===== config.mk =====
export PLATFORM = sky130hd
export DESIGN_NAME = error_detector
export DESIGN_NICKNAME = d
export VERILOG_FILES = /design/src/logic/dsp_pkg.sv /design/src/logic/error_detector.sv
export VERILOG_INCLUDE_DIRS = /design/src /design/src/logic
export SDC_FILE = /design/constraint.sdc
export NUM_CORES = 2
export LEC_CHECK = 0
export BUFFER_PORTS_ARGS = -buffer_cell sky130_fd_sc_hd__buf_2
export CAP_MARGIN = 15
export CORE_ASPECT_RATIO = 1.4
export CORE_MARGIN = 10
export CORE_UTILIZATION = 60
export CTS_BUF_LIST = sky130_fd_sc_hd__clkbuf_4
export DETAILED_ROUTE_END_ITERATION = 8
export PLACE_DENSITY = 0.77
export SETUP_SLACK_MARGIN = 0.05
export SLEW_MARGIN = 20
export SYNTH_ARGS = -nofsm -noshare
export SYNTH_HDL_FRONTEND = slang
export SYNTH_SLANG_ARGS = --single-unit

===== constraint.sdc =====
create_clock -name clk -period 10.41 [get_ports clk]
set_input_delay 2.082 -clock clk [delete_from_list [all_inputs] [get_ports clk]]
set_output_delay 2.082 -clock clk [all_outputs]
set_load 0.02 [all_outputs]

===== src/logic/dsp_consts.svh =====
`ifndef DSP_CONSTS_SVH
`define DSP_CONSTS_SVH

// Stream geometry
`define DSP_LANES       4
`define DSP_CODE_W      8

// FFE and slicer
`define DSP_W_W         8
`define DSP_FFE_TAPS    3
`define DSP_EST_W       12
`define DSP_SHIFT_W     4

// Channel estimate and error
`define DSP_H_W         8
`define DSP_CHAN_TAPS   2
`define DSP_ERR_W       12
`define DSP_CNT_W       16

// AXI4-Lite bus
`define DSP_AXIL_ADDR_W 6
`define DSP_AXIL_DATA_W 32

// Register byte offsets
`define DSP_ADDR_W0         6'h00
`define DSP_ADDR_W1         6'h04
`define DSP_ADDR_W2         6'h08
`define DSP_ADDR_FFE_SHIFT  6'h0C
`define DSP_ADDR_THRESH     6'h10
`define DSP_ADDR_H0         6'h14
`define DSP_ADDR_H1         6'h18
`define DSP_ADDR_CHAN_SHIFT 6'h1C
`define DSP_ADDR_FLIP_CNT   6'h20

`endif


===== src/logic/dsp_pkg.sv =====
`include "dsp_consts.svh"

package dsp_pkg;

    // Lane 0 holds the earliest symbol of the word
    typedef logic [`DSP_LANES-1:0][`DSP_CODE_W-1:0] lane_codes_t;
    typedef logic [`DSP_LANES-1:0]                  lane_bits_t;
    typedef logic [`DSP_LANES-1:0][`DSP_ERR_W-1:0]  lane_err_t;

    // Shared by all lanes and held as two's complement
    typedef struct packed {
        logic [`DSP_FFE_TAPS-1:0][`DSP_W_W-1:0]  weights;
        logic [`DSP_SHIFT_W-1:0]                 ffe_shift;
        logic [`DSP_EST_W-1:0]                   thresh;
        logic [`DSP_CHAN_TAPS-1:0][`DSP_H_W-1:0] h;
        logic [`DSP_SHIFT_W-1:0]                 chan_shift;
    } dsp_cfg_t;

    typedef struct packed {
        logic                        awvalid;
        logic [`DSP_AXIL_ADDR_W-1:0] awaddr;
        logic                        wvalid;
        logic [`DSP_AXIL_DATA_W-1:0] wdata;
        logic                        bready;
        logic                        arvalid;
        logic [`DSP_AXIL_ADDR_W-1:0] araddr;
        logic                        rready;
    } axil_req_t;

    typedef struct packed {
        logic                        awready;
        logic                        wready;
        logic                        bvalid;
        logic                        arready;
        logic                        rvalid;
        logic [`DSP_AXIL_DATA_W-1:0] rdata;
    } axil_rsp_t;

    typedef enum logic [1:0] {
        AXS_IDLE,
        AXS_WRESP,
        AXS_RRESP
    } axil_state_e;

    typedef enum logic [`DSP_AXIL_ADDR_W-1:0] {
        REG_W0         = `DSP_ADDR_W0,
        REG_W1         = `DSP_ADDR_W1,
        REG_W2         = `DSP_ADDR_W2,
        REG_FFE_SHIFT  = `DSP_ADDR_FFE_SHIFT,
        REG_THRESH     = `DSP_ADDR_THRESH,
        REG_H0         = `DSP_ADDR_H0,
        REG_H1         = `DSP_ADDR_H1,
        REG_CHAN_SHIFT = `DSP_ADDR_CHAN_SHIFT,
        REG_FLIP_CNT   = `DSP_ADDR_FLIP_CNT
    } cfg_reg_e;

endpackage


===== src/logic/error_detector.sv =====
`timescale 1ns/1ps
`include "dsp_consts.svh"

module error_detector (
    input  logic                clk,
    input  logic                rst_n_i,
    input  logic                err_valid_i,
    input  dsp_pkg::lane_err_t  err_i,
    input  dsp_pkg::lane_err_t  err_flip_i,
    input  dsp_pkg::lane_bits_t bits_i,
    output logic                bits_valid_o,
    output dsp_pkg::lane_bits_t bits_o,
    output dsp_pkg::lane_bits_t flips_o
);
    import dsp_pkg::*;

    localparam int SQ_W = 2 * `DSP_ERR_W;

    logic [SQ_W-1:0] sq      [`DSP_LANES];
    logic [SQ_W-1:0] sq_flip [`DSP_LANES];
    lane_bits_t      flip_n;

    always_comb begin
        for (int k = 0; k < `DSP_LANES; k++) begin
            sq[k]      = $signed(err_i[k]) * $signed(err_i[k]);
            sq_flip[k] = $signed(err_flip_i[k]) * $signed(err_flip_i[k]);
            // Ties keep the slicer decision
            flip_n[k]  = (sq_flip[k] < sq[k]);
        end
    end

    always_ff @(posedge clk) begin
        if (!rst_n_i) begin
            bits_valid_o <= 1'b0;
        end else begin
            bits_valid_o <= err_valid_i;
        end
    end

    always_ff @(posedge clk) begin
        if (err_valid_i) begin
            bits_o  <= bits_i ^ flip_n;
            flips_o <= flip_n;
        end
    end

endmodule


; ---- Yosys cells after proc, flatten, opt, wreduce, memory -nomap -nowiden
; Index checks and enable logic that the tools add are counted.
[word_totals]
ff_bits = 9
elab_cells = 16
in_bits = 103
[classes]
multipliers = 8
n_bitwise = 1
order_cmp = 4
[op_table]
columns = op, n
row1 = 12-bit by 12-bit multiplier with 24-bit output, 8
row2 = 24-bit < comparator, 4
row3 = 4-bit XOR, 1

; ---- Depth between registers and ports, before layout
[depth]
ltp_word = 3
ltp_mapped = 30
depth_no_buf = 29

; ---- Worst setup path after synthesis
; No wires, ideal clock.
[synth_path]
path_kind = input -> register
from = in err_flip_i[20] (netlist bit)
to = reg bits_o[1] (data pin)
setup_slack_ns = 2.076
path_stages = 30
required_time_ns = 10.152
n_path_buf = 1
arrival_ns = 8.076
setup_time_ns = 0.258
path_cell_list = clkbuf_1 inv_1 nor2_1 inv_1 fa_1 inv_1 fa_1 inv_1 fa_1 inv_1 fa_1 inv_1 fa_1 inv_1 ha_1 and3_4 a221oi_2 nor2b_1 a311oi_2 and2b_2 o21ai_0 a21oi_1 ha_1 a21o_1 a21o_1 a21oi_1 nor2_1 a211oi_1 o31a_1 xor2_1
[synth_via]
elab_chain_len = 3
[synth_rtl]
columns = item, line
row1 = from (decl), error_detector.sv:9  ; input dsp_pkg::lane_err_t err_flip_i,
row2 = 12-bit by 12-bit multiplier with 24-bit output, error_detector.sv:26  ; sq_flip[k] = $signed(err_flip_i[k]) * $signed(err_flip_i[k]);
row3 = 24-bit < comparator, error_detector.sv:28  ; flip_n[k] = (sq_flip[k] < sq[k]);
row4 = via flip_n[1], error_detector.sv:21  ; lane_bits_t flip_n;
row5 = 4-bit XOR, error_detector.sv:42  ; bits_o <= bits_i ^ flip_n;
row6 = to (signal assigned), error_detector.sv:42
row7 = to (decl), error_detector.sv:12  ; output dsp_pkg::lane_bits_t bits_o,
; The timed path passes the listed nets, and every way through them passes these cells.
; A chain may end at the register's enable or synchronous reset.

; ---- Worst setup path in the final report
[layout_path]
from = in err_flip_i[23] (netlist bit)
to = reg bits_o[1] (data pin)
; The elaborated chain is that of the path after synthesis.

==> key figures <==
Clock network
  • # resized after CTS: 0
  • Postcts setup bufs: 0
  • H-Tree Depth: 1
  • Clock root cell: clkbuf_4
  • CTS clk-pin slew, worst paths: 0.12 ns
  • CTS Hold Bufs: 0
  • CTS Buf Count: 3
  • TritonCTS clock tree: built
  • CTS sink cnt: 9
  • Longest Clk Path Bufs: 2

Routing
  • Via density: 5.24
  • Routed vias: 28700
  • Routed Antenna Nets: 0
  • DR pass1 iterations: 5
  • Initial DRC count: 1104
  • Drt total wl: 80.5 mm
  • WL/cell: 14.7 µm
  • DRC Markers: 0

Floorplanning
  • Cell Rows: 113
  • Initial Util: 60.8%
  • Core Area: 68000 µm²
  • DIE WIDTH: 242 µm
  • IO Count: 112
  • Die Y: 331 µm
  • Die area: 79900 µm²

STA
  • Fmax: 0.117 GHz
  • Slew HR: 50.2%
  • Tcrit/Tclk final: 82.3%
  • Post-layout min period: 8.57 ns
  • RSZ-0062 raised after global routing: no
  • Max-slew violations: 0
  • Setup TNS: 0 ns
  • Final Hold Viols: 0
  • # setup viols final: 0
  • Slew @ Worst Pin: 0.742 ns

Logic synthesis
  • Ys flop type: edfxtp_1
  • Syn Std Cell Area: 41300 µm²
  • Cell with the most instances after synthesis: inv_1
  • Largest cells by area after synthesis: fa_1, ha_1, inv_1
  • Asr flop ratio synth: 0%
  • Synthesis Warnings: 0
  • Mapped Nets: 6166
  • Share of the synthesized area in the top cell type: 47.9%
  • Cells after synthesis: 4543
  • Synth cell count leaders: inv_1, fa_1, ha_1, nand2_1, and2_1
  • Syn_area_per_cell: 9.10 µm²
  • Register area share after synthesis: 0.630%
  • Number of synthesized flops with an enable pin: 8
  • Synth area leader: fa_1
  • Synth unique cells: 68
  • Synthesis-stage register bit count: 9

Cells and area
  • Final Net Count: 6179
  • Share of cells above drive strength 1: 3.21%
  • Post-Layout Cell Count: 5475
  • Fillers: 5801
  • Antenna Cells: 0
  • Area growth from synthesis to layout: 3.27%

Placed design
  • Port bufs: 111
  • Inst Count DP: 5471
  • Final GP Congestion: 0.876
  • HPWL Detailed: 72.9 mm

GRT
  • Tot GR Track Use: 21.3%
  • Vias in the first global route: 32300
  • Initial antenna violation count: 6
  • Largest net degree at the start of global routing: 16
  • Total grt overflow: 0
  • First-pass GRT wire length: 143 mm

Hold path
  • Worst hold path type: in -> reg

Critical path
  • Worst path slowest cell: fa_1
  • Crit-path max cell delay: 0.49 ns
  • CP Buf/Inv Count: 6
  • CP arrival: 8.66 ns
  • Critical path type: in -> reg
  • Worst path required time: 10.50 ns
  • Worst-path fanout max: 15
  • Most common cell on crit path: fa_1
  • CP Capture Type: flop
  • Crit-path leading delay family: adder cells
  • Startpoint types: primary input

Job
  • Max-cap violations: 0

Outcome
  • Status: complete, no violations
-- registers in the layout (all words and copies together) (netlist names) --
name          cells
flips_o           4
bits_valid_o      1
bits_o            4
-- metal layers --
layer / up-vias / wire length (µm) / track usage (%)
li1: 13500 / - / -
met1: 14600 / 29200 / 23.5
met2: 466 / 47000 / 43.4
met3: 130 / 2160 / 1.12
met4: 4 / 2070 / 5.22
met5: - / 20 / 0
-- final timing paths --
check             slack [ns]  depth (start not counted)           start             endpoint
setup / recovery        1.84                         27  err_flip_i[23]  bits_o[1]$_DFFE_PP_
hold / removal          2.05                          2       bits_i[1]  bits_o[1]$_DFFE_PP_
-- stage by stage --
stage	hold WS, ns	instance area (µm²)	setup slack [ns]	util [%]
6_report	2.05	42700	1.84	62.7
5_1_grt	2.04	42700	1.49	62.7
4_1_cts	2.03	42700	1.87	62.7
3_5_place_dp	2.41	42600	1.50	62.7
3_3_place_gp	2.40	42600	1.76	62.7
2_1_floorplan	2.19	41300	2.08	-
-- cells by family (layout without fill, tap and decap cells) --
family / count (synthesis) / in the layout / synth area share [%]
xor gates and xnor gates: 218 / 218 / 4.62
muxes: 10 / 10 / 0.242
buffers and inverters: 1480 / 1492 / 13.4
and+or+nand+nor: 889 / 889 / 10.4
DFF: 9 / 9 / 0.630
adders and majority gates: 1520 / 1520 / 64.0
AOI/OAI and AO/OA: 417 / 417 / 6.65
-- area by class of cell --
class / instances / area [µm²] / area share [%]
clock buffers: 4 / 30.0 / 0.0704
inverters: 1377 / 5170 / 12.1
multi-input cells: 3054 / 35500 / 83.2
flip-flops and latches: 9 / 260 / 0.610
well taps: 920 / 1150 / 2.70
repair buffers: 111 / 556 / 1.30
-- cells in the final DEF, fill, tap and decap left out, types with 5 or more instances in the layout --
master    Yosys  routed
a211o_1      13      13
a211oi_1     29      29
a21o_1       70      70
a21oi_1     132     132
a31o_2        5       5
a31oi_1      13      13
and2_1      242     242
buf_2         0     111
edfxtp_1      8       8
fa_1        988     988
ha_1        532     532
inv_1      1373    1373
mux2i_1      10      10
nand2_1     314     314
nand2b_1     13      13
nand3_1      19      19
nand4_1      27      27
nor2_1      194     194
nor2b_1       9       9
nor3_1       20      20
nor3b_1       6       6
nor4_1        5       5
o211ai_1     10      10
o21a_1       21      21
o21ai_0      53      53
o21bai_1     25      25
o31a_1        5       5
or2_2        13      13
xnor2_1     151     151
xor2_1       67      67
Power is not shown: default switching activity piles up to over one toggle a cycle in this logic, so the estimate is an artifact.
