--- config.mk ---
export PLATFORM = sky130hd
export DESIGN_NAME = ffe_slicer
export DESIGN_NICKNAME = d
export VERILOG_FILES = /design/src/logic/dsp_pkg.sv /design/src/logic/ffe_slicer.sv
export VERILOG_INCLUDE_DIRS = /design/src /design/src/logic
export SDC_FILE = /design/constraint.sdc
export NUM_CORES = 2
export LEC_CHECK = 0
export BUFFER_PORTS_ARGS = -buffer_cell sky130_fd_sc_hd__buf_4
export CAP_MARGIN = 20
export CELL_PAD_IN_SITES_DETAIL_PLACEMENT = 0
export CELL_PAD_IN_SITES_GLOBAL_PLACEMENT = 1
export CORE_MARGIN = 8
export CORE_UTILIZATION = 56
export DETAILED_ROUTE_END_ITERATION = 8
export PLACE_DENSITY = 0.88
export SYNTH_ARGS = -nofsm -noshare
export SYNTH_HDL_FRONTEND = slang
export SYNTH_SLANG_ARGS = --single-unit
--- constraint.sdc ---
create_clock -name clk -period 20.3 [get_ports clk]
set_clock_uncertainty 0.05 [all_clocks]
set_input_delay 2.03 -clock clk [delete_from_list [all_inputs] [get_ports clk]]
set_output_delay 2.03 -clock clk [all_outputs]
set_load 0.005 [all_outputs]
--- src/logic/dsp_consts.svh ---
`ifndef DSP_CONSTS_SVH
`define DSP_CONSTS_SVH

// Stream geometry
`define DSP_LANES       4
`define DSP_CODE_W      8

// FFE and slicer
`define DSP_W_W         8
`define DSP_FFE_TAPS    3
`define DSP_EST_W       12
`define DSP_SHIFT_W     4

// Channel estimate and error
`define DSP_H_W         8
`define DSP_CHAN_TAPS   2
`define DSP_ERR_W       12
`define DSP_CNT_W       16

// AXI4-Lite bus
`define DSP_AXIL_ADDR_W 6
`define DSP_AXIL_DATA_W 32

// Register byte offsets
`define DSP_ADDR_W0         6'h00
`define DSP_ADDR_W1         6'h04
`define DSP_ADDR_W2         6'h08
`define DSP_ADDR_FFE_SHIFT  6'h0C
`define DSP_ADDR_THRESH     6'h10
`define DSP_ADDR_H0         6'h14
`define DSP_ADDR_H1         6'h18
`define DSP_ADDR_CHAN_SHIFT 6'h1C
`define DSP_ADDR_FLIP_CNT   6'h20

`endif

--- src/logic/dsp_pkg.sv ---
`include "dsp_consts.svh"

package dsp_pkg;

    // Lane 0 holds the earliest symbol of the word
    typedef logic [`DSP_LANES-1:0][`DSP_CODE_W-1:0] lane_codes_t;
    typedef logic [`DSP_LANES-1:0]                  lane_bits_t;
    typedef logic [`DSP_LANES-1:0][`DSP_ERR_W-1:0]  lane_err_t;

    // Shared by all lanes and held as two's complement
    typedef struct packed {
        logic [`DSP_FFE_TAPS-1:0][`DSP_W_W-1:0]  weights;
        logic [`DSP_SHIFT_W-1:0]                 ffe_shift;
        logic [`DSP_EST_W-1:0]                   thresh;
        logic [`DSP_CHAN_TAPS-1:0][`DSP_H_W-1:0] h;
        logic [`DSP_SHIFT_W-1:0]                 chan_shift;
    } dsp_cfg_t;

    typedef struct packed {
        logic                        awvalid;
        logic [`DSP_AXIL_ADDR_W-1:0] awaddr;
        logic                        wvalid;
        logic [`DSP_AXIL_DATA_W-1:0] wdata;
        logic                        bready;
        logic                        arvalid;
        logic [`DSP_AXIL_ADDR_W-1:0] araddr;
        logic                        rready;
    } axil_req_t;

    typedef struct packed {
        logic                        awready;
        logic                        wready;
        logic                        bvalid;
        logic                        arready;
        logic                        rvalid;
        logic [`DSP_AXIL_DATA_W-1:0] rdata;
    } axil_rsp_t;

    typedef enum logic [1:0] {
        AXS_IDLE,
        AXS_WRESP,
        AXS_RRESP
    } axil_state_e;

    typedef enum logic [`DSP_AXIL_ADDR_W-1:0] {
        REG_W0         = `DSP_ADDR_W0,
        REG_W1         = `DSP_ADDR_W1,
        REG_W2         = `DSP_ADDR_W2,
        REG_FFE_SHIFT  = `DSP_ADDR_FFE_SHIFT,
        REG_THRESH     = `DSP_ADDR_THRESH,
        REG_H0         = `DSP_ADDR_H0,
        REG_H1         = `DSP_ADDR_H1,
        REG_CHAN_SHIFT = `DSP_ADDR_CHAN_SHIFT,
        REG_FLIP_CNT   = `DSP_ADDR_FLIP_CNT
    } cfg_reg_e;

endpackage

--- src/logic/ffe_slicer.sv ---
`timescale 1ns/1ps
`include "dsp_consts.svh"

module ffe_slicer (
    input  logic                 clk,
    input  logic                 rst_n_i,
    input  logic                 codes_valid_i,
    input  dsp_pkg::lane_codes_t codes_i,
    input  dsp_pkg::dsp_cfg_t    cfg_i,
    output logic                 bits_valid_o,
    output dsp_pkg::lane_bits_t  bits_o,
    output dsp_pkg::lane_codes_t codes_d_o
);
    import dsp_pkg::*;

    localparam int HIST  = `DSP_FFE_TAPS - 1;
    localparam int SUM_W = `DSP_CODE_W + `DSP_W_W + 2;

    // Tail of the previous valid word with the oldest symbol at index 0
    logic [HIST-1:0][`DSP_CODE_W-1:0]            hist_q;
    logic [`DSP_LANES+HIST-1:0][`DSP_CODE_W-1:0] seq;
    logic signed [SUM_W-1:0]                     acc     [`DSP_LANES];
    logic signed [SUM_W-1:0]                     acc_sh  [`DSP_LANES];
    logic signed [`DSP_EST_W-1:0]                est     [`DSP_LANES];
    lane_bits_t                                  decide;

    assign seq = {codes_i, hist_q};

    always_comb begin
        for (int k = 0; k < `DSP_LANES; k++) begin
            acc[k] = '0;
            // Tap t multiplies symbol n-t
            for (int t = 0; t < `DSP_FFE_TAPS; t++) begin
                acc[k] = acc[k] + $signed(cfg_i.weights[t]) * $signed(seq[k + HIST - t]);
            end
            acc_sh[k] = acc[k] >>> cfg_i.ffe_shift;
            est[k]    = acc_sh[k][`DSP_EST_W-1:0];
            decide[k] = (est[k] >= $signed(cfg_i.thresh));
        end
    end

    always_ff @(posedge clk) begin
        if (!rst_n_i) begin
            hist_q       <= '0;
            bits_valid_o <= 1'b0;
        end else begin
            bits_valid_o <= codes_valid_i;
            if (codes_valid_i) begin
                hist_q <= codes_i[`DSP_LANES-1 -: HIST];
            end
        end
    end

    // Codes ride along so later stages see them aligned with the bits
    always_ff @(posedge clk) begin
        if (codes_valid_i) begin
            bits_o    <= decide;
            codes_d_o <= codes_i;
        end
    end

endmodule

==> After elaboration in Yosys (flattened, before gate mapping) <==
Cells that the tools add are included.
{ "op_classes": {"addsub": 8, "mul": 12, "n_div": 0, "n_lt_le_gt_ge": 4, "n_eq_ne": 0, "n_shift": 4, "muxes": 0, "bitwise": 0, "n_reduce_logical": 0} }
{ "op_table": {"columns": ["cell", "n"], "rows": [
  ["multiplier 8 x 8 -> 16 bit", 12],
  ["adder 17 x 16 -> 18 bit", 4],
  [">>> shifter 18 x 4 -> 12 bit", 4],
  ["adder 16 x 16 -> 17 bit", 4],
  [">= comparator 12 bit", 4]
]} }
{ "word_totals": {"regBits": 53, "latchBits": 0, "mem_bits_rw": 0, "romBits": 0, "in_bits": 95, "output_inout_bits": 37, "elab_cells": 36, "mem_count": 0} }

==> Depth between registers and ports, before layout <==
{ "depth": {"word_depth": 5, "depth_mapped": 34, "mapped_depth_nobuf": 32} }

==> Worst setup path before layout <==
Ideal clock, no wire load.
{ "synth_timing": {"kind": "input-to-reg", "startpoint": "input port cfg_i[59] in the netlist's numbering", "endpoint": "register bits_o[3] (data pin)", "setup_time_ns": 0.257, "arrival_time_ns": 10.298, "required_ns": 19.993, "slack_ns": 9.695, "path_stages": 30, "path_buffers": 2, "cell_sequence": "clkbuf_1 > clkbuf_1 > nand2_1 > fa_1 > fa_1 > inv_1 > fa_1 > fa_1 > fa_1 > fa_1 > inv_1 > fa_1 > inv_1 > ha_1 > or3_1 > and2_1 > and4b_1 > or4_4 > mux4_2 > mux2_2 > o21ai_1 > ha_1 > nand2b_1 > a21o_1 > a21o_1 > a21o_1 > a21o_1 > a211oi_1 > o21bai_1 > a32o_1"} }
{ "synth_between": {"elab_chain_cells": 4} }
{ "synth_lines": {"columns": ["item", "line_no", "source"], "rows": [
  ["start: declaration", "ffe_slicer.sv:9", "input dsp_pkg::dsp_cfg_t cfg_i,"],
  ["multiplier 8 x 8 -> 16 bit", "ffe_slicer.sv:34", "acc[k] = acc[k] + $signed(cfg_i.weights[t]) * $signed(seq[k + HIST - t]);"],
  ["adder 17 x 16 -> 18 bit", "ffe_slicer.sv:34", null],
  [">>> shifter 18 x 4 -> 12 bit", "ffe_slicer.sv:36", "acc_sh[k] = acc[k] >>> cfg_i.ffe_shift;"],
  [">= comparator 12 bit", "ffe_slicer.sv:38", "decide[k] = (est[k] >= $signed(cfg_i.thresh));"],
  ["via decide[3]", "ffe_slicer.sv:25", "lane_bits_t decide;"],
  ["end signal: assignment", "ffe_slicer.sv:57", "bits_o <= decide;"],
  ["end: declaration", "ffe_slicer.sv:11", "output dsp_pkg::lane_bits_t bits_o,"]
]} }
The timed path passes the listed nets, and every way through them passes these cells.
A chain may end at the register's enable or synchronous reset.

==> Worst setup path after layout <==
Same ends and word-level chain as after synthesis.

==> impl_metrics.ini <==
[finish]
multi_input_area_sq_um = 32600
diodes = 0
fillers = 6021
seqCellArea_sq_um = 1420
area_growth_pct = 3.87
drive_above_1_share_pct = 4.26
final_common_cell = inv_1
final_cell_mix = inv_1, fa_1, nand2_1
nets = 5384

[detailed_routing]
drcViolationCount = 0
drt_wl_total_mm = 101
via_per_inst = 5.58
avgRoutedWirePerCell_um = 20.7
firstDrtPassIters = 5
ant_nets = 0
highest_layer = met5
initialDrtViolationCount = 2075
wl_met2_mm = 46.2
route.met3.wl_mm = 8.19
vias = 27300
met1Wirelength_mm = 44.7

[worst_hold_path]
hp-start = hist_q[7]
hold-path-endpoint = hist_q[7]
min_path_type = reg -> reg
hold_depth = 2

[synthesis]
yosysWarningCount = 0
synth_area_sq_um = 38300
yosysTopAreaCellShare_pct = 48.9
yosys-top-cells-area = fa_1, ha_1, inv_1
seq_area_frac_synth_pct = 3.71
yosysTopAreaCell = fa_1
synth_edf_count = 36
syn-instance-count = 4063
syn_avg_cell_area_sq_um = 9.43
synth-main-ff-cell = edfxtp_1
ys_ff_latch = 53
synth_cell_types = 77
synth_nets = 5434
async_reset_ff_share_pct = 0

[timing]
rsz0062_at_grt = false
tns_ns = 0
min_period_ns = 11.02
hold_viol = 0
final-setup-viol-count = 0
drv_slew = 0
worst_slew_pin_slew_ns = 1.02
max_freq_mhz = 90.8
slew_headroom_pct = 31.4
timing.final.crit_share_pct = 54.3

[clocking]
clk_pin_slew_ns = 0.11
h-tree-depth = 2
tritoncts = yes
clk_latency_ns = 0.36
cts_root_buffer = clkbuf_16
hold_buffers = 0
clk_path_buf_depth = 2
post_cts_buffers = 0
clock_sinks = 53
post_cts_resized = 0
cts_made_buffers = 5

[setup_path]
critPathCaptureType = flip-flop
critPathRequiredTime_ns = 20.37
cp_top_family = adder cells
critPathLaunchType = input pin
worstPathBufferInverterCount = 7
crit_top_cell = fa_1
r2r_slack_ns = 10.85
worst_ep_arrival_time_ns = 11.08
max_stage_delay_ns = 0.54
r2r_cells = 27
cp_slowest_cell = fa_1
r2r_end = bits_o[1]
worstReg2RegStart = hist_q[9]
worstSetupPathType = in -> reg
path_max_fanout = 32

[die]
initial_utilization_pct = 56.2
die_w_um = 278
num_rows = 96
die_h_um = 278
design.core.area_sq_um = 68200
io_pins = 132
dieArea_sq_um = 77100

[global_routing]
grt_overflow = 0
grt_pass1_vias = 29300
grt_pass1_wl_mm = 164
grt_max_degree = 73
grt_use_total_pct = 27.2
antenna_found_initial = 1

[job]
maxCapViolCount = 0

[placed_design]
place.detailed.hpwl_mm = 78.1
gp_congestion = 0.978
io_buffers = 111

[run_status]
status = finished, final reports clean
## how the worst max path moves through the flow
stage               startpoint   endpoint  slack, ns  cells after the start
floorplan            cfg_i[59]  bits_o[3]       9.69                     30
global placement     cfg_i[51]  bits_o[3]       8.98                     31
detailed placement   cfg_i[51]  bits_o[3]       8.94                     31
CTS                  cfg_i[51]  bits_o[3]       9.31                     31
global route         cfg_i[51]  bits_o[3]       8.78                     31
finish               cfg_i[59]  bits_o[3]       9.28                     32
## registers in the layout, indices dropped and copies added (netlist names)
register / cells
bits_o: 4
hist_q: 16
bits_valid_o: 1
codes_d_o: 32
## worst register-to-register path: cells and delay by family (launching register included)
family / cells / cell delay (ns)
AOI/OAI and AO/OA: 11 / 1.92
xor gates and xnor gates: 1 / 0.64
adders and majority gates: 9 / 4.44
buffers and inverters: 3 / 0.38
DFF: 1 / 0.91
muxes: 1 / 0.48
and+or+nand+nor: 2 / 0.40
## cells in the mapped netlist, types with 6 or more instances
master	instances
a31oi_1	11
nand3_1	19
edfxtp_1	36
xor2_1	23
fa_1	936
clkbuf_1	162
ha_1	340
o21a_1	21
o211ai_1	31
o31ai_1	6
a221oi_1	8
nor2b_1	22
mux2_2	13
nand2_1	380
dfxtp_1	17
mux4_2	15
and2_1	362
o21bai_1	6
buf_1	14
nor3_1	17
and3_1	8
o21ai_0	58
nand2b_1	54
xnor2_1	71
a21oi_1	98
a211oi_1	39
inv_1	954
a211o_1	10
mux2i_1	51
nor3b_1	6
a21o_1	32
nor2_1	141
or3_1	6
## kinds of logic after synthesis
logic type / synth area share (%)
muxes: 2.60
and+or+nand+nor: 13.6
buffers and inverters: 11.1
adders and majority gates: 60.0
DFF: 3.71
AOI/OAI and AO/OA: 6.84
xor gates and xnor gates: 2.15
## metal layers
metal  global-route usage (%)  vias up
met5                        0        -
met1                     39.5    14000
met3                     4.76      104
met2                     42.9     1046
li1                         -    12200
met4                     5.49        2
## stage by stage
stage,area [sq um],setup slack (ns),cells,hold WS [ns],util [%]
floorplan,38300,9.69,4063,0.464,-
global placement,39700,8.98,4888,0.546,58.1
detailed placement,39700,8.94,4888,0.576,58.1
CTS,39800,9.31,4896,0.591,58.3
global route,39800,8.78,4896,0.631,58.3
finish,39800,9.28,4896,0.572,58.3
## area by class of cell
type	count	share of cell area, %
Timing Repair Buffer	121	2.28
Multi-Input combinational cell	2875	82.0
Clock buffer	6	0.324
Inverter	957	9.03
Sequential cell	53	3.57
Clock inverter	2	0.0377
Tap cell	882	2.77
Power is left out: the tool's default activity adds up to more than one toggle a clock period on the data nets, which glitch-free logic cannot reach.
