==> config.mk <==
export PLATFORM = sky130hd
export DESIGN_NAME = channel_error
export DESIGN_NICKNAME = d
export VERILOG_FILES = /design/src/logic/dsp_pkg.sv /design/src/logic/channel_error.sv
export VERILOG_INCLUDE_DIRS = /design/src /design/src/logic
export SDC_FILE = /design/constraint.sdc
export NUM_CORES = 1
export LEC_CHECK = 0
export BUFFER_PORTS_ARGS = -buffer_cell sky130_fd_sc_hd__buf_2
export CORE_AREA = 2 2 183 185
export CTS_CLUSTER_SIZE = 14
export DETAILED_ROUTE_END_ITERATION = 10
export DIE_AREA = 0 0 185 187
export SETUP_SLACK_MARGIN = 0.02
export SYNTH_ARGS = -nofsm -noshare
export SYNTH_HDL_FRONTEND = slang
export SYNTH_SLANG_ARGS = --single-unit
==> constraint.sdc <==
create_clock -name clk -period 7.24 [get_ports clk]
set_input_delay 0 -clock clk [delete_from_list [all_inputs] [get_ports clk]]
set_output_delay 0 -clock clk [all_outputs]
set_load 0.01 [all_outputs]
==> src/logic/dsp_consts.svh <==
`ifndef DSP_CONSTS_SVH
`define DSP_CONSTS_SVH

// Stream geometry
`define DSP_LANES       4
`define DSP_CODE_W      8

// FFE and slicer
`define DSP_W_W         8
`define DSP_FFE_TAPS    3
`define DSP_EST_W       12
`define DSP_SHIFT_W     4

// Channel estimate and error
`define DSP_H_W         8
`define DSP_CHAN_TAPS   2
`define DSP_ERR_W       12
`define DSP_CNT_W       16

// AXI4-Lite bus
`define DSP_AXIL_ADDR_W 6
`define DSP_AXIL_DATA_W 32

// Register byte offsets
`define DSP_ADDR_W0         6'h00
`define DSP_ADDR_W1         6'h04
`define DSP_ADDR_W2         6'h08
`define DSP_ADDR_FFE_SHIFT  6'h0C
`define DSP_ADDR_THRESH     6'h10
`define DSP_ADDR_H0         6'h14
`define DSP_ADDR_H1         6'h18
`define DSP_ADDR_CHAN_SHIFT 6'h1C
`define DSP_ADDR_FLIP_CNT   6'h20

`endif

==> src/logic/dsp_pkg.sv <==
`include "dsp_consts.svh"

package dsp_pkg;

    // Lane 0 holds the earliest symbol of the word
    typedef logic [`DSP_LANES-1:0][`DSP_CODE_W-1:0] lane_codes_t;
    typedef logic [`DSP_LANES-1:0]                  lane_bits_t;
    typedef logic [`DSP_LANES-1:0][`DSP_ERR_W-1:0]  lane_err_t;

    // Shared by all lanes and held as two's complement
    typedef struct packed {
        logic [`DSP_FFE_TAPS-1:0][`DSP_W_W-1:0]  weights;
        logic [`DSP_SHIFT_W-1:0]                 ffe_shift;
        logic [`DSP_EST_W-1:0]                   thresh;
        logic [`DSP_CHAN_TAPS-1:0][`DSP_H_W-1:0] h;
        logic [`DSP_SHIFT_W-1:0]                 chan_shift;
    } dsp_cfg_t;

    typedef struct packed {
        logic                        awvalid;
        logic [`DSP_AXIL_ADDR_W-1:0] awaddr;
        logic                        wvalid;
        logic [`DSP_AXIL_DATA_W-1:0] wdata;
        logic                        bready;
        logic                        arvalid;
        logic [`DSP_AXIL_ADDR_W-1:0] araddr;
        logic                        rready;
    } axil_req_t;

    typedef struct packed {
        logic                        awready;
        logic                        wready;
        logic                        bvalid;
        logic                        arready;
        logic                        rvalid;
        logic [`DSP_AXIL_DATA_W-1:0] rdata;
    } axil_rsp_t;

    typedef enum logic [1:0] {
        AXS_IDLE,
        AXS_WRESP,
        AXS_RRESP
    } axil_state_e;

    typedef enum logic [`DSP_AXIL_ADDR_W-1:0] {
        REG_W0         = `DSP_ADDR_W0,
        REG_W1         = `DSP_ADDR_W1,
        REG_W2         = `DSP_ADDR_W2,
        REG_FFE_SHIFT  = `DSP_ADDR_FFE_SHIFT,
        REG_THRESH     = `DSP_ADDR_THRESH,
        REG_H0         = `DSP_ADDR_H0,
        REG_H1         = `DSP_ADDR_H1,
        REG_CHAN_SHIFT = `DSP_ADDR_CHAN_SHIFT,
        REG_FLIP_CNT   = `DSP_ADDR_FLIP_CNT
    } cfg_reg_e;

endpackage

==> src/logic/channel_error.sv <==
`timescale 1ns/1ps
`include "dsp_consts.svh"

module channel_error (
    input  logic                 clk,
    input  logic                 rst_n_i,
    input  logic                 bits_valid_i,
    input  dsp_pkg::lane_bits_t  bits_i,
    input  dsp_pkg::lane_codes_t codes_i,
    input  dsp_pkg::dsp_cfg_t    cfg_i,
    output logic                 err_valid_o,
    output dsp_pkg::lane_err_t   err_o,
    output dsp_pkg::lane_err_t   err_flip_o,
    output dsp_pkg::lane_bits_t  bits_o
);
    import dsp_pkg::*;

    // Room for two full-scale taps of either sign
    localparam int REC_W = `DSP_H_W + 2;

    logic                     bit_prev_q;
    logic [`DSP_LANES:0]      bseq;
    logic signed [REC_W-1:0]  tap1      [`DSP_LANES];
    logic signed [REC_W-1:0]  rec       [`DSP_LANES];
    logic signed [REC_W-1:0]  rec_flip  [`DSP_LANES];
    lane_err_t                err_n;
    lane_err_t                err_flip_n;

    // Bit 1 maps to +h, bit 0 to -h
    function automatic logic signed [REC_W-1:0] signed_tap(
        input logic [`DSP_H_W-1:0] h,
        input logic                b
    );
        logic signed [REC_W-1:0] hx;
        hx = $signed(h);
        return b ? hx : -hx;
    endfunction

    assign bseq = {bits_i, bit_prev_q};

    always_comb begin
        for (int k = 0; k < `DSP_LANES; k++) begin
            tap1[k]     = signed_tap(cfg_i.h[1], bseq[k]);
            rec[k]      = (signed_tap(cfg_i.h[0], bseq[k + 1]) + tap1[k]) >>> cfg_i.chan_shift;
            rec_flip[k] = (signed_tap(cfg_i.h[0], !bseq[k + 1]) + tap1[k])
                          >>> cfg_i.chan_shift;
            err_n[k]      = rec[k] - $signed(codes_i[k]);
            err_flip_n[k] = rec_flip[k] - $signed(codes_i[k]);
        end
    end

    always_ff @(posedge clk) begin
        if (!rst_n_i) begin
            bit_prev_q  <= 1'b0;
            err_valid_o <= 1'b0;
        end else begin
            err_valid_o <= bits_valid_i;
            if (bits_valid_i) begin
                bit_prev_q <= bits_i[`DSP_LANES-1];
            end
        end
    end

    always_ff @(posedge clk) begin
        if (bits_valid_i) begin
            err_o      <= err_n;
            err_flip_o <= err_flip_n;
            bits_o     <= bits_i;
        end
    end

endmodule

* Word level (Yosys, flattened, before mapping)
Index checks and enable logic that the tools add are counted.
Storage, ports and cells: flip-flop bits (word level) 102, input bits 99, output and inout bits 101, logic and storage cells 49
Cells by class: add/sub/neg operators 18, shift-type cells 8, muxes and demuxes 12
Operators by type and width (count):
- 10-bit 2-to-1 mux | 12
- 10-bit by 8-bit subtractor with 11-bit output | 8
- 10-bit adder | 8
- 10-bit by 4-bit >>> shifter with 10-bit output | 8
- 8-bit negator with 10-bit output | 2

* Longest topological paths before layout
depth after elaboration 5, gate-level depth with buffers 31, depth with buffers taken out 26

* Least setup slack after synthesis
Ideal clock, no wire load.
kind input -> register, start in cfg_i[5] (netlist name), end reg err_flip_o[9] (netlist name), data pin, data arrival time 5506 ps, path slack 1599 ps, cell stages on the path 28, path buffers 5, cell sequence clkbuf_1 -> inv_1 -> ha_1 -> buf_2 -> or3b_1 -> clkbuf_1 -> or3_1 -> clkbuf_1 -> o21ai_1 -> mux2i_1 -> ha_1 -> clkbuf_1 -> a2111oi_0 -> a311oi_1 -> nand2b_1 -> o211ai_1 -> mux2i_1 -> o221a_2 -> ha_1 -> nor2b_1 -> o21ai_0 -> a21boi_0 -> o21ai_0 -> a21boi_0 -> o21ai_0 -> a21boi_0 -> or4b_2 -> nand3_1
RTL lines:
- start: declaration | RTL line channel_error.sv:10 | input dsp_pkg::dsp_cfg_t cfg_i,
- end signal: assignment | RTL line channel_error.sv:67 | err_flip_o <= err_flip_n;
- end: declaration | RTL line channel_error.sv:13 | output dsp_pkg::lane_err_t err_flip_o,

==> impl_metrics.env <==
export IMPL_run_status="finished clean"
export IMPL_io_buffers=159
export IMPL_final_nets=2151
export IMPL_syn_to_final_growth_pct=10.1
export IMPL_setup_tns_ns=0
export IMPL_pwrdens_nw_per_um2=261
export IMPL_design_core_area_um2=32900
export IMPL_die_width_um=185
export IMPL_detailedPlace_worstSlack_ns=0.978
export IMPL_holdCritPathClass="input port to register"
export IMPL_switchingPower_w=0.00190
export IMPL_max_slew_margin=0.258
export IMPL_report_power_total_w=0.00416
export IMPL_ioPinCount=200
export IMPL_ys_warnings_count=0
export IMPL_swShare=0.457
export IMPL_drt_pre_antenna_iters=6
export IMPL_yosys_cell_count_top_type="nor2_1"
export IMPL_synth_cell_type_count=90
export IMPL_postSynth_topFlopCell="edfxtp_1"
export IMPL_worst_slew_pin_transition_ns=1.11
export IMPL_final_hold_viol_count=0
export IMPL_routed_wirelength_um=45100
export IMPL_cp_required_ns=7.37
export IMPL_fp_dieArea_um2=34600
export IMPL_cts_resized_gates=0
export IMPL_power_clock_fraction=0.119
export IMPL_worst_path_buf_inv=1
export IMPL_tritoncts_num_buffers=9
export IMPL_element_type_at_the_critical_path_start="register"
export IMPL_synth_area_top_cells="edfxtp_1 19%, ha_1 12%, xnor2_1 5.9%, nor2_1 5.3%, nand2_1 4.3%"
export IMPL_placementRows=67
export IMPL_cts_tree="done"
export IMPL_drv_cap=0
export IMPL_synth_largest_type_area_fraction=0.191
export IMPL_synth_seq_cells=94
export IMPL_h_tree_depth=3
export IMPL_share_of_synthesized_registers_carrying_an_async_set_or_reset=0
export IMPL_max_vdd_ir_drop_mv=0.127
export IMPL_cell_taking_the_most_area_after_synthesis="edfxtp_1"
export IMPL_grt_antenna_before_repair=1
export IMPL_gp_congestion=0.940
export IMPL_synth_yosys_seq_area_share=0.193
export IMPL_seq_power_share=0.220
export IMPL_clock_sink_count=94
export IMPL_post_layout_nonfiller_instances=2350
export IMPL_final_min_period_over_clock_period=0.844
export IMPL_path_class="register to register"
export IMPL_cpPeakStageDelay_ns=0.76
export IMPL_postSynthCellCount=1792
export IMPL_diodes=0
export IMPL_initial_utilization=0.441
export IMPL_rsz0062_at_grt="false"
export IMPL_clockBufferDepth=2
export IMPL_ff_latch_area_um2=2800
export IMPL_maximum_clock_frequency_ghz=0.164
export IMPL_remaining_drc_errors=0
export IMPL_post_route_cells_drive_above_1_share=0.149
export IMPL_crit_path_top_delay_cell="a211oi_1"
export IMPL_grt_pass1_vias=12900
export IMPL_gr_total_overflow=0
export IMPL_final_setup_worst_slack_ns=1.13
export IMPL_grt_pass1_wl_um=70100
export IMPL_fin_worst_skew_ns=0.0131
export IMPL_pin_count_of_the_biggest_net_entering_global_routing=64
export IMPL_routed_antenna_nets=0
export IMPL_cts_reportedPaths_clkPinSlew_ns=0.08
export IMPL_syn_num_nets=2046
export IMPL_synthTopCellsByCount="203 x nor2_1, 165 x nand2_1, 139 x ha_1"
export IMPL_timing_critical_path_max_delay_family="compound AO/OA/AOI/OAI gates"
export IMPL_die_y_um=187
export IMPL_critical_path_max_fanout=12
export IMPL_wl_per_cell_um=19.2
export IMPL_internal_power_w=0.00226
export IMPL_global_route_usage_total=0.259
export IMPL_root_buffer="clkbuf_16"
export IMPL_pwr_share_comb=0.661
export IMPL_final_critical_delay_including_setup_and_external_delays_ns=6.11
export IMPL_worst_endpoint_arrival_ns=6.24
export IMPL_syn_avg_cell_area_um2=8.09
export IMPL_p_leak_nw=7.09
export IMPL_dp_hpwl_um=35600
export IMPL_layout_filler_cells=3255
export IMPL_cp_common_cell="nor2_1"
export IMPL_clk_insertion_delay_late_ns=0.38
export IMPL_post_drt_via_cell_ratio=5.85
export IMPL_detail_route_iter0_violations=1240
export IMPL_cp_cell_sequence="nor2_1 > a211oi_1 > inv_1 > ha_1 > a21o_1 > a311oi_1 > nor2_1 > xnor2_1 > mux2i_1 > a211o_1 > a32o_1 > ha_1 > fa_1 > nor2b_1 > o21ai_0 > a21boi_0 > o21ai_0 > a21boi_0 > o21a_1 > nor2_1 > nand2b_1 > a31o_2"
export IMPL_num_vias=13700
export IMPL_maxSlewViolCount=0
export IMPL_timing_final_setup_violations=0
export IMPL_synth_edff_count=92
export IMPL_multi_input_area_um2=10800
export IMPL_post_place_cells=2333
export IMPL_end_kind="register"
export IMPL_syn_area_um2=14500
-- sequential cells by signal, summed over array words and instances, names as in the netlist --
signal and count:
err_valid_o 1, err_o 44, bits_o 4, err_flip_o 44, bit_prev_q 1
-- tightest hold or removal path, delay by kind of cell --
family                   cells  cell delay [ns]
adder cells (fa/ha/maj)      1             0.12
buffers and inverters        2             0.12
-- cell type report --
class,count,share of cell area
Clock buffer,10,0.0143
Clock inverter,6,0.00376
Inverter,130,0.0306
Multi-Input combinational cell,1473,0.676
Sequential cell,94,0.176
Tap cell,448,0.0351
Timing Repair Buffer,189,0.0643
-- routing by layer --
metal | GRT usage | vias up | wire length [um] | part of all wire
met1 | 0.356 | 6380 | 20500 | 0.46
met3 | 0.0432 | 68 | 3430 | 0.076
met5 | 0 | - | 13 | 0.00029
li1 | - | 6729 | - | -
met4 | 0.0974 | 2 | 1390 | 0.031
met2 | 0.405 | 561 | 19700 | 0.44
-- final timing paths --
kind | startpoint | end | slack [ns] | cells after the start
max | bit_prev_q | err_flip_o[10] | 1.13 | 22
min reg2reg | bit_prev_q | bit_prev_q | 0.72 | 2
min | codes_i[24] | err_o[36] | 0.03 | 3
max reg2reg | bit_prev_q | err_flip_o[10] | 1.13 | 22
-- kinds of logic (layout without fill, tap and decap cells) --
family / Yosys count / in the layout / share of synthesized area
adder cells (fa/ha/maj): 155 / 155 / 0.142
flip-flops: 94 / 94 / 0.193
AND/OR/NAND/NOR: 546 / 546 / 0.175
XOR/XNOR: 175 / 175 / 0.119
buffers and inverters: 225 / 335 / 0.0617
AO/OA/AOI/OAI: 526 / 526 / 0.252
multiplexers: 71 / 71 / 0.0566
-- repair_timing --
item                      4_1_cts  5_1_grt
hold buffers                    1        0
hold endpoints to repair        2        0
buffers inserted                0        0
-- power groups by stage --
stage | combinational (W) | sequential [W] | clock, W
after CTS | 0.00272 | 0.000922 | 0.000513
final | 0.00275 | 0.000917 | 0.000493
after floorplan | 0.00185 | 0.00103 | 0
after detailed placement | 0.00270 | 0.000933 | 0
after global routing | 0.00306 | 0.000936 | 0.000532
after global placement | 0.00265 | 0.000928 | 0
-- placed cells by master (no fill, tap or decap), types with 64 or more instances in the layout --
cell type / count
nor2_1: 203
nand2_1: 165
buf_2: 158
ha_1: 139
inv_1: 126
a21oi_1: 99
xnor2_1: 97
o21ai_0: 97
edfxtp_1: 92
xor2_1: 64
-- per-stage QoR --
step                      hold slack (ns)  cell area (um^2)  utilization
final                              0.0308             16000        0.486
after CTS                          0.0137             16000        0.486
after detailed placement            0.241             15700        0.477
after floorplan                    0.0989             14500            -
after global placement              0.232             15700        0.477
after global routing               0.0433             16000        0.486
No activity file was read; power rests on OpenSTA's default activity.
