### config.mk
export PLATFORM = sky130hd
export DESIGN_NAME = cfg_axil_slave
export DESIGN_NICKNAME = d
export VERILOG_FILES = /design/src/logic/dsp_pkg.sv /design/src/logic/cfg_axil_slave.sv
export VERILOG_INCLUDE_DIRS = /design/src /design/src/logic
export SDC_FILE = /design/constraint.sdc
export NUM_CORES = 1
export LEC_CHECK = 0
export BUFFER_PORTS_ARGS = -buffer_cell sky130_fd_sc_hd__buf_2
export CAP_MARGIN = 10
export CORE_MARGIN = 2
export CORE_UTILIZATION = 30
export DETAILED_ROUTE_END_ITERATION = 16
export SYNTH_ARGS = -nofsm -noshare
export SYNTH_HDL_FRONTEND = slang
export SYNTH_SLANG_ARGS = --single-unit
### constraint.sdc
create_clock -name clk -period 2 [get_ports clk]
set_input_delay 0.1 -clock clk [delete_from_list [all_inputs] [get_ports clk]]
set_output_delay 0.1 -clock clk [all_outputs]
set_load 0.05 [all_outputs]
### src/logic/dsp_consts.svh
`ifndef DSP_CONSTS_SVH
`define DSP_CONSTS_SVH

// Stream geometry
`define DSP_LANES       4
`define DSP_CODE_W      8

// FFE and slicer
`define DSP_W_W         8
`define DSP_FFE_TAPS    3
`define DSP_EST_W       12
`define DSP_SHIFT_W     4

// Channel estimate and error
`define DSP_H_W         8
`define DSP_CHAN_TAPS   2
`define DSP_ERR_W       12
`define DSP_CNT_W       16

// AXI4-Lite bus
`define DSP_AXIL_ADDR_W 6
`define DSP_AXIL_DATA_W 32

// Register byte offsets
`define DSP_ADDR_W0         6'h00
`define DSP_ADDR_W1         6'h04
`define DSP_ADDR_W2         6'h08
`define DSP_ADDR_FFE_SHIFT  6'h0C
`define DSP_ADDR_THRESH     6'h10
`define DSP_ADDR_H0         6'h14
`define DSP_ADDR_H1         6'h18
`define DSP_ADDR_CHAN_SHIFT 6'h1C
`define DSP_ADDR_FLIP_CNT   6'h20

`endif

### src/logic/dsp_pkg.sv
`include "dsp_consts.svh"

package dsp_pkg;

    // Lane 0 holds the earliest symbol of the word
    typedef logic [`DSP_LANES-1:0][`DSP_CODE_W-1:0] lane_codes_t;
    typedef logic [`DSP_LANES-1:0]                  lane_bits_t;
    typedef logic [`DSP_LANES-1:0][`DSP_ERR_W-1:0]  lane_err_t;

    // Shared by all lanes and held as two's complement
    typedef struct packed {
        logic [`DSP_FFE_TAPS-1:0][`DSP_W_W-1:0]  weights;
        logic [`DSP_SHIFT_W-1:0]                 ffe_shift;
        logic [`DSP_EST_W-1:0]                   thresh;
        logic [`DSP_CHAN_TAPS-1:0][`DSP_H_W-1:0] h;
        logic [`DSP_SHIFT_W-1:0]                 chan_shift;
    } dsp_cfg_t;

    typedef struct packed {
        logic                        awvalid;
        logic [`DSP_AXIL_ADDR_W-1:0] awaddr;
        logic                        wvalid;
        logic [`DSP_AXIL_DATA_W-1:0] wdata;
        logic                        bready;
        logic                        arvalid;
        logic [`DSP_AXIL_ADDR_W-1:0] araddr;
        logic                        rready;
    } axil_req_t;

    typedef struct packed {
        logic                        awready;
        logic                        wready;
        logic                        bvalid;
        logic                        arready;
        logic                        rvalid;
        logic [`DSP_AXIL_DATA_W-1:0] rdata;
    } axil_rsp_t;

    typedef enum logic [1:0] {
        AXS_IDLE,
        AXS_WRESP,
        AXS_RRESP
    } axil_state_e;

    typedef enum logic [`DSP_AXIL_ADDR_W-1:0] {
        REG_W0         = `DSP_ADDR_W0,
        REG_W1         = `DSP_ADDR_W1,
        REG_W2         = `DSP_ADDR_W2,
        REG_FFE_SHIFT  = `DSP_ADDR_FFE_SHIFT,
        REG_THRESH     = `DSP_ADDR_THRESH,
        REG_H0         = `DSP_ADDR_H0,
        REG_H1         = `DSP_ADDR_H1,
        REG_CHAN_SHIFT = `DSP_ADDR_CHAN_SHIFT,
        REG_FLIP_CNT   = `DSP_ADDR_FLIP_CNT
    } cfg_reg_e;

endpackage

### src/logic/cfg_axil_slave.sv
`timescale 1ns/1ps
`include "dsp_consts.svh"

module cfg_axil_slave (
    input  logic                  clk,
    input  logic                  rst_n_i,
    input  dsp_pkg::axil_req_t    axil_req_i,
    output dsp_pkg::axil_rsp_t    axil_rsp_o,
    input  logic [`DSP_CNT_W-1:0] flip_count_i,
    output dsp_pkg::dsp_cfg_t     cfg_o,
    output logic                  cnt_clear_o
);
    import dsp_pkg::*;

    // Main taps at one and all other fields zero
    localparam dsp_cfg_t CFG_RESET = '{
        weights:    24'h00_0001,
        ffe_shift:  '0,
        thresh:     '0,
        h:          16'h0001,
        chan_shift: '0
    };

    axil_state_e                 state_q;
    axil_state_e                 state_d;
    dsp_cfg_t                    cfg_q;
    logic [`DSP_AXIL_DATA_W-1:0] rdata_q;
    logic [`DSP_AXIL_DATA_W-1:0] rdata_d;
    logic                        wr_pend;
    logic                        wr_fire;
    logic                        rd_fire;
    cfg_reg_e                    waddr;
    cfg_reg_e                    raddr;

    // A write needs both channels at once, and beats a read in the same cycle
    assign wr_pend = axil_req_i.awvalid | axil_req_i.wvalid;
    assign wr_fire = (state_q == AXS_IDLE) && axil_req_i.awvalid && axil_req_i.wvalid;
    assign rd_fire = (state_q == AXS_IDLE) && !wr_pend && axil_req_i.arvalid;

    assign waddr = cfg_reg_e'(axil_req_i.awaddr);
    assign raddr = cfg_reg_e'(axil_req_i.araddr);

    assign cnt_clear_o = wr_fire && (waddr == REG_FLIP_CNT);
    assign cfg_o       = cfg_q;

    always_comb begin
        axil_rsp_o.awready = wr_fire;
        axil_rsp_o.wready  = wr_fire;
        axil_rsp_o.bvalid  = (state_q == AXS_WRESP);
        axil_rsp_o.arready = (state_q == AXS_IDLE) && !wr_pend;
        axil_rsp_o.rvalid  = (state_q == AXS_RRESP);
        axil_rsp_o.rdata   = rdata_q;
    end

    always_comb begin
        state_d = state_q;
        case (state_q)
            AXS_IDLE: begin
                if (wr_fire) begin
                    state_d = AXS_WRESP;
                end else if (rd_fire) begin
                    state_d = AXS_RRESP;
                end
            end
            AXS_WRESP: begin
                if (axil_req_i.bready) begin
                    state_d = AXS_IDLE;
                end
            end
            AXS_RRESP: begin
                if (axil_req_i.rready) begin
                    state_d = AXS_IDLE;
                end
            end
            default: state_d = AXS_IDLE;
        endcase
    end

    // Fields read back zero extended
    always_comb begin
        rdata_d = '0;
        case (raddr)
            REG_W0:         rdata_d[`DSP_W_W-1:0]     = cfg_q.weights[0];
            REG_W1:         rdata_d[`DSP_W_W-1:0]     = cfg_q.weights[1];
            REG_W2:         rdata_d[`DSP_W_W-1:0]     = cfg_q.weights[2];
            REG_FFE_SHIFT:  rdata_d[`DSP_SHIFT_W-1:0] = cfg_q.ffe_shift;
            REG_THRESH:     rdata_d[`DSP_EST_W-1:0]   = cfg_q.thresh;
            REG_H0:         rdata_d[`DSP_H_W-1:0]     = cfg_q.h[0];
            REG_H1:         rdata_d[`DSP_H_W-1:0]     = cfg_q.h[1];
            REG_CHAN_SHIFT: rdata_d[`DSP_SHIFT_W-1:0] = cfg_q.chan_shift;
            REG_FLIP_CNT:   rdata_d[`DSP_CNT_W-1:0]   = flip_count_i;
            default:        rdata_d = '0;
        endcase
    end

    always_ff @(posedge clk) begin
        if (!rst_n_i) begin
            state_q <= AXS_IDLE;
            cfg_q   <= CFG_RESET;
        end else begin
            state_q <= state_d;
            if (wr_fire) begin
                case (waddr)
                    REG_W0:         cfg_q.weights[0] <= axil_req_i.wdata[`DSP_W_W-1:0];
                    REG_W1:         cfg_q.weights[1] <= axil_req_i.wdata[`DSP_W_W-1:0];
                    REG_W2:         cfg_q.weights[2] <= axil_req_i.wdata[`DSP_W_W-1:0];
                    REG_FFE_SHIFT:  cfg_q.ffe_shift  <= axil_req_i.wdata[`DSP_SHIFT_W-1:0];
                    REG_THRESH:     cfg_q.thresh     <= axil_req_i.wdata[`DSP_EST_W-1:0];
                    REG_H0:         cfg_q.h[0]       <= axil_req_i.wdata[`DSP_H_W-1:0];
                    REG_H1:         cfg_q.h[1]       <= axil_req_i.wdata[`DSP_H_W-1:0];
                    REG_CHAN_SHIFT: cfg_q.chan_shift <= axil_req_i.wdata[`DSP_SHIFT_W-1:0];
                    default: ;
                endcase
            end
        end
    end

    always_ff @(posedge clk) begin
        if (rd_fire) begin
            rdata_q <= rdata_d;
        end
    end

endmodule

# Yosys cells after proc, flatten, opt, wreduce, memory -nomap -nowiden
# Index checks and enable logic that the tools add are counted.
classes:
  n_bitwise: 1
  n_mux: 8
  eq_ne: 21
  shift: 0
  reduce_logical: 18
  n_div: 0
  n_mul: 0
  addsub: 0
  order_cmp: 0
ops:
  columns: ["cell", "count"]
  rows:
  - ["== test 6 x 5 -> 1 bit (second input constant)", 8]
  - ["one-hot mux 4 bit (9 select lines)", 1]
  - ["one-hot mux 4 bit (7 select lines)", 1]
  - ["== test 6 x 4 -> 1 bit (second input constant)", 4]
  - ["AND reduction 2 bit", 8]
  - ["== test 6 x 3 -> 1 bit (second input constant)", 2]
  - ["== test 6 bit (second input constant)", 2]
  - ["zero test 6 bit", 2]
  - ["two-way mux 2 bit", 4]
  - ["one-hot mux 4 bit (2 select lines)", 1]
  - ["one-hot mux 2 bit (3 select lines)", 1]
  - ["logical AND 1 bit", 5]
  - ["inequality test 2 bit (second input constant)", 2]
  - ["inequality test 3 bit (second input constant)", 1]
  - ["AND reduction 3 bit", 1]
  - ["== test 2 x 1 -> 1 bit (second input constant)", 1]
  - ["== test 2 bit (second input constant)", 1]
  - ["zero test 2 bit", 1]
  - ["zero test 1 bit", 1]
  - ["bitwise OR 1 bit", 1]
totals:
  rom_bits: 0
  input_bits: 67
  mem_count: 0
  elab_cells: 59
  latchBits: 0
  register_bits: 78
  out_inout_bits: 98
  ram_bits: 0

# Logic depth before layout (Yosys ltp)
depth:
  word_depth: 7
  mapped_depth: 7
  mapped_depth_nobuf: 4

# Worst setup path after synthesis
# Ideal clock, no wire load.
synth_path:
  path_type: "flip-flop to flip-flop"
  from: "register state_q[1]"
  to: "register rdata_q[0], enable pin"
  t_arrival_ps: 2561
  required_ps: 1626
  setup_slack_ps: -935
  setup_time_ps: 374
  period_less_slack_ps: 2935
  path_stages_with_launch: 3
  n_path_buf: 0
  path_cell_list: "dfxtp_1 nor4_1 and2_1"
synth_lines:
  columns: ["item", "line_no", "source"]
  rows:
  - ["start: declaration", "cfg_axil_slave.sv:24", "axil_state_e state_q;"]
  - ["start signal: assignment", "cfg_axil_slave.sv:101", "state_q <= state_d;"]
  - ["end signal: assignment", "cfg_axil_slave.sv:120", "rdata_q <= rdata_d;"]
  - ["end: declaration", "cfg_axil_slave.sv:27", "logic [`DSP_AXIL_DATA_W-1:0] rdata_q;"]

# Final worst setup path
layout_path:
  from: "register state_q[1]"
  to: "output port cnt_clear_o"
layout_via:
  elab_chain_len: 4
layout_lines:
  columns: ["item", "line_no", "source"]
  rows:
  - ["zero test 2 bit", "cfg_axil_slave.sv:37", "assign wr_fire = (state_q == AXS_IDLE) && axil_req_i.awvalid && axil_req_i.wvalid;"]
  - ["logical AND 1 bit (2 in a row)", "cfg_axil_slave.sv:37", null]
  - ["logical AND 1 bit", "cfg_axil_slave.sv:43", "assign cnt_clear_o = wr_fire && (waddr == REG_FLIP_CNT);"]
  - ["end: declaration", "cfg_axil_slave.sv:11", "output logic cnt_clear_o"]
# No other way between the ends.

==> parameters.txt <==
Parameter                              Value

Outcome
  Run status    finished, final reports clean

Setup path
  Required time of the critical path    1.90 ns
  Kind of cell adding the most delay to the critical path    simple AND/OR/NAND/NOR gates
  Arrival time of the worst setup path    around 1.8 ns
  Reg2reg start    state_q[1]$_SDFFE_PN0P_
  Buffers & Inverters on Critical Path    1
  Worst r2r path cells    4
  Type of the worst setup path    flip-flop to output pin
  Series of cell instances along the critical path    and4bb_1 > and4b_1 > buf_2
  Setup slack on the worst flop-to-flop path    about 0.22 ns
  Crit-path max cell delay    about 0.56 ns
  Critical Path Start Type    flip-flop
  Critical Path Fanout Max    12
  Library cell contributing the largest single delay on the critical path    sky130_fd_sc_hd__and4bb_1
  Worst reg2reg path endpoint    cfg_o[18]$_SDFFE_PN0P_
  Crit end category    output pin

Clocking
  H-tree depth    3
  CTS resizes    0
  Clock-pin transition on the worst setup and hold timing paths    0.06 ns
  TritonCTS clock tree    yes
  Clock Root Buffer    sky130_fd_sc_hd__clkbuf_16
  Worst-Skew Late Latency    between 0.3 and 0.4 ns
  Buffer levels on the longest clock path    2
  Clock sinks    between 70 and 80
  Number of CTS-inserted buffers    9

Die
  Die area    between 10,000 and 15,000 um^2
  Top-Level Pins    approximately 170
  Horiz. Die Dim    around 110 um
  Number of placement rows    39
  Core area    roughly 11,000 um^2
  Initial cell density of the core    0.307
  Die Ht    112 um

Pwr
  Proportion of total power due to net switching    0.247
  Sw power    about 0.00087 W
  Relative contribution of sequential cells to total power    0.460
  Logic pwr share    0.092
  Internal power summed over all cells    around 0.0026 W
  Cell Pwr Density    772 nW/um^2
  Leakage Power    a little over 2 nW
  Worst-case vdd ir drop    around 440 uV
  Portion of total power attributed to the clock network    0.448

Logic synthesis
  EDFF count, synth    16
  Number of synthesis warnings    0
  Cell area after synthesis    3510 um^2
  Area contributors post-synth    sky130_fd_sc_hd__dfxtp_1 35%, sky130_fd_sc_hd__edfxtp_1 14%, sky130_fd_sc_hd__nand3_1 9.1%
  Most used flip-flop cell after synthesis    sky130_fd_sc_hd__dfxtp_1
  Share of flip-flops with an asynchronous set or reset after synthesis    0
  Top cell type by total area after synthesis    sky130_fd_sc_hd__dfxtp_1
  Share of Yosys cell area claimed by the top area cell type    0.354
  Yosys cell types    46
  Synthesized area per cell    around 9.7 um^2
  Synthesized flop and latch total    between 70 and 80
  Cells after synthesis    ~360
  Leading cell types by count after synthesis    64 x sky130_fd_sc_hd__nand3_1, 62 x sky130_fd_sc_hd__dfxtp_1, 34 x sky130_fd_sc_hd__nand2_1, 34 x sky130_fd_sc_hd__o21ai_1, 26 x sky130_fd_sc_hd__o21ai_0
  Sequential-to-total area share from yosys stat    0.491
  Cell with the most instances after synthesis    sky130_fd_sc_hd__nand3_1

GRT
  Global-route wire length before repair    14,700 um
  Via count of the first global-routing pass    between 2k and 3k
  Initial antenna violation count    0
  Pin count of the biggest net entering global routing    79
  GR Util All Layers    0.147
  Leftover overflow at the end of global routing    0

Route
  Number of routed nets with antenna violations    0
  1st-pass router iterations    4
  Final wirelength    between 9000 and 10,000 um
  Avg Vias per Cell    4.84
  Count of vias placed by the detailed router    3,066
  Routed wire length per instance    approximately 15 um
  Number of violations reported at the end of detailed-routing iteration 0    between 150 and 200
  Number of DRC violations after detailed routing    0

Cells and area
  Area growth from synthesis to layout    29.8%
  Final core occ    0.399
  Number of nets in the layout    between 500 and 600
  Filler cells    1,179
  Share of post-route cells with drive strength above 1    0.348
  Final antenna diode count    0

Timing
  Maximum clock rate    ~0.53 GHz
  Number of max-slew violations in the final report    0
  Layout Skew    approximately 0.0056 ns
  Setup violators final    0
  Final worst path period need    ~1.9 ns
  Setup Total Neg Slack    0 ns
  RSZ-0062 raised after global routing    no
  Final critical-path share of the clock period    0.948
  Final number of hold-violating endpoints    0

Min path
  Hold-critical path depth    3
  Start point of the worst hold path    axil_req_i[17]
  Type of the tightest min-delay check    input pin to flip-flop
  End point of the worst hold path    cfg_o[28]$_SDFFE_PN0P_

Job
  Number of max-cap violations    0

Placement
  HPWL after DPL    7230 um
  Count of buffers inserted at the top-level ports    approximately 130
  Final weighted congestion in routability-driven placement    roughly 0.8
==> routing by layer <==
layer / global-route usage / share of wire / vias to the layer above
met3: 0.0599 / 0.10 / 15
li1: - / - / 1557
met4: 0.0569 / 0.020 / 0
met1: 0.190 / 0.46 / 1387
met2: 0.220 / 0.42 / 107
met5: 0 / 0 / -
==> cells in the final DEF (no fill, tap or decap), types with 2 or more instances in the layout <==
| cell type | instances |
|---|---|
| sky130_fd_sc_hd__nor2b_1 | 5 |
| sky130_fd_sc_hd__clkinv_2 | 3 |
| sky130_fd_sc_hd__o2bb2ai_1 | 6 |
| sky130_fd_sc_hd__mux2i_1 | 16 |
| sky130_fd_sc_hd__o21ai_0 | 26 |
| sky130_fd_sc_hd__conb_1 | 16 |
| sky130_fd_sc_hd__o21ai_1 | 34 |
| sky130_fd_sc_hd__nand3_1 | 64 |
| sky130_fd_sc_hd__clkbuf_16 | 10 |
| sky130_fd_sc_hd__nand4bb_1 | 3 |
| sky130_fd_sc_hd__buf_4 | 13 |
| sky130_fd_sc_hd__dfxtp_1 | 62 |
| sky130_fd_sc_hd__nand2_1 | 34 |
| sky130_fd_sc_hd__o2111ai_1 | 2 |
| sky130_fd_sc_hd__and2_1 | 5 |
| sky130_fd_sc_hd__nand4b_2 | 2 |
| sky130_fd_sc_hd__nand3b_1 | 3 |
| sky130_fd_sc_hd__nor4_1 | 2 |
| sky130_fd_sc_hd__buf_2 | 128 |
| sky130_fd_sc_hd__mux4_2 | 3 |
| sky130_fd_sc_hd__nor4b_2 | 2 |
| sky130_fd_sc_hd__edfxtp_1 | 16 |
| sky130_fd_sc_hd__o211ai_1 | 2 |
| sky130_fd_sc_hd__a22o_1 | 4 |
| sky130_fd_sc_hd__nand4b_1 | 2 |
| sky130_fd_sc_hd__a2bb2oi_1 | 3 |
==> timing repair <==
item | in CTS | in global routing
buffers inserted | 0 | 0
hold buffers | 1 | 0
hold endpoints to repair | 1 | 0
==> cell families (layout without fill, tap and decap cells) <==
kind of cell    after synthesis  in the layout  share of synthesized area
compound gates               83             83                      0.142
buf+inv                      46            160                     0.0771
flops                        78             78                      0.491
mux                          20             20                     0.0682
other cells                   1             16                    0.00107
simple gates                134            134                      0.221
==> power by group through the flow <==
stage / Sequential, W / Clock, W / Combinational, W
final: 0.00162 / 0.00158 / 0.000323
after CTS: 0.00162 / 0.00160 / 0.000323
after floorplan: 0.00167 / 0 / 0.000219
after global routing: 0.00162 / 0.00166 / 0.000345
after detailed placement: 0.00165 / 0 / 0.000320
after global placement: 0.00165 / 0 / 0.000316
==> layout make-up <==
type                       instances  area [um^2]  share of cell area
sequential                        78         1720               0.378
clock buffer                      11          264              0.0580
tap                              143          179              0.0393
timing repair buffer             143          768               0.169
inverter                           1         3.75            0.000825
clock inverter                     5         30.0             0.00660
multi-input combinational        253         1590               0.348
==> how the worst max path moves through the flow <==
| stage | cells after the start | start | end | slack (ns) |
|---|---|---|---|---|
| 2_1_floorplan | 2 | state_q[1]$_SDFFE_PN0P_ | rdata_q[0]$_DFFE_PP_ | 0.03 |
| 3_3_place_gp | 4 | state_q[0]$_SDFFE_PN0P_ | cfg_o[18]$_SDFFE_PN0P_ | 0.29 |
| 3_5_place_dp | 4 | state_q[1]$_SDFFE_PN0P_ | cfg_o[18]$_SDFFE_PN0P_ | 0.23 |
| 4_1_cts | 3 | state_q[0]$_SDFFE_PN0P_ | cnt_clear_o | 0.11 |
| 5_1_grt | 4 | state_q[0]$_SDFFE_PN0P_ | cfg_o[16]$_SDFFE_PN0P_ | 0.006 |
| 6_report | 3 | state_q[1]$_SDFFE_PN0P_ | cnt_clear_o | 0.10 |
==> sequential cells by signal, summed over array words and instances (netlist names) <==
name	flops
cfg_o	60
rdata_q	16
state_q	2
==> worst register-to-register path, stage by stage, from the launching register on <==
cell                       delay (ns)
sky130_fd_sc_hd__dfxtp_1         0.37
sky130_fd_sc_hd__and4bb_1        0.56
sky130_fd_sc_hd__nand4b_2        0.43
sky130_fd_sc_hd__nand3_1         0.21
sky130_fd_sc_hd__o21ai_0         0.09
==> through the flow <==
stage	std cells	area (um^2)	hold WS (ns)	total power, W	setup slack, ns
after global placement	617	4250	0.330	0.00197	0.287
after detailed placement	617	4250	0.339	0.00197	0.227
after CTS	634	4550	0.00536	0.00354	0.107
final	634	4550	0.0115	0.00352	0.104
after global routing	634	4550	0.0134	0.00362	0.00557
after floorplan	377	3580	0.225	0.00189	0.0308
Power figures use the tool's default switching activity.
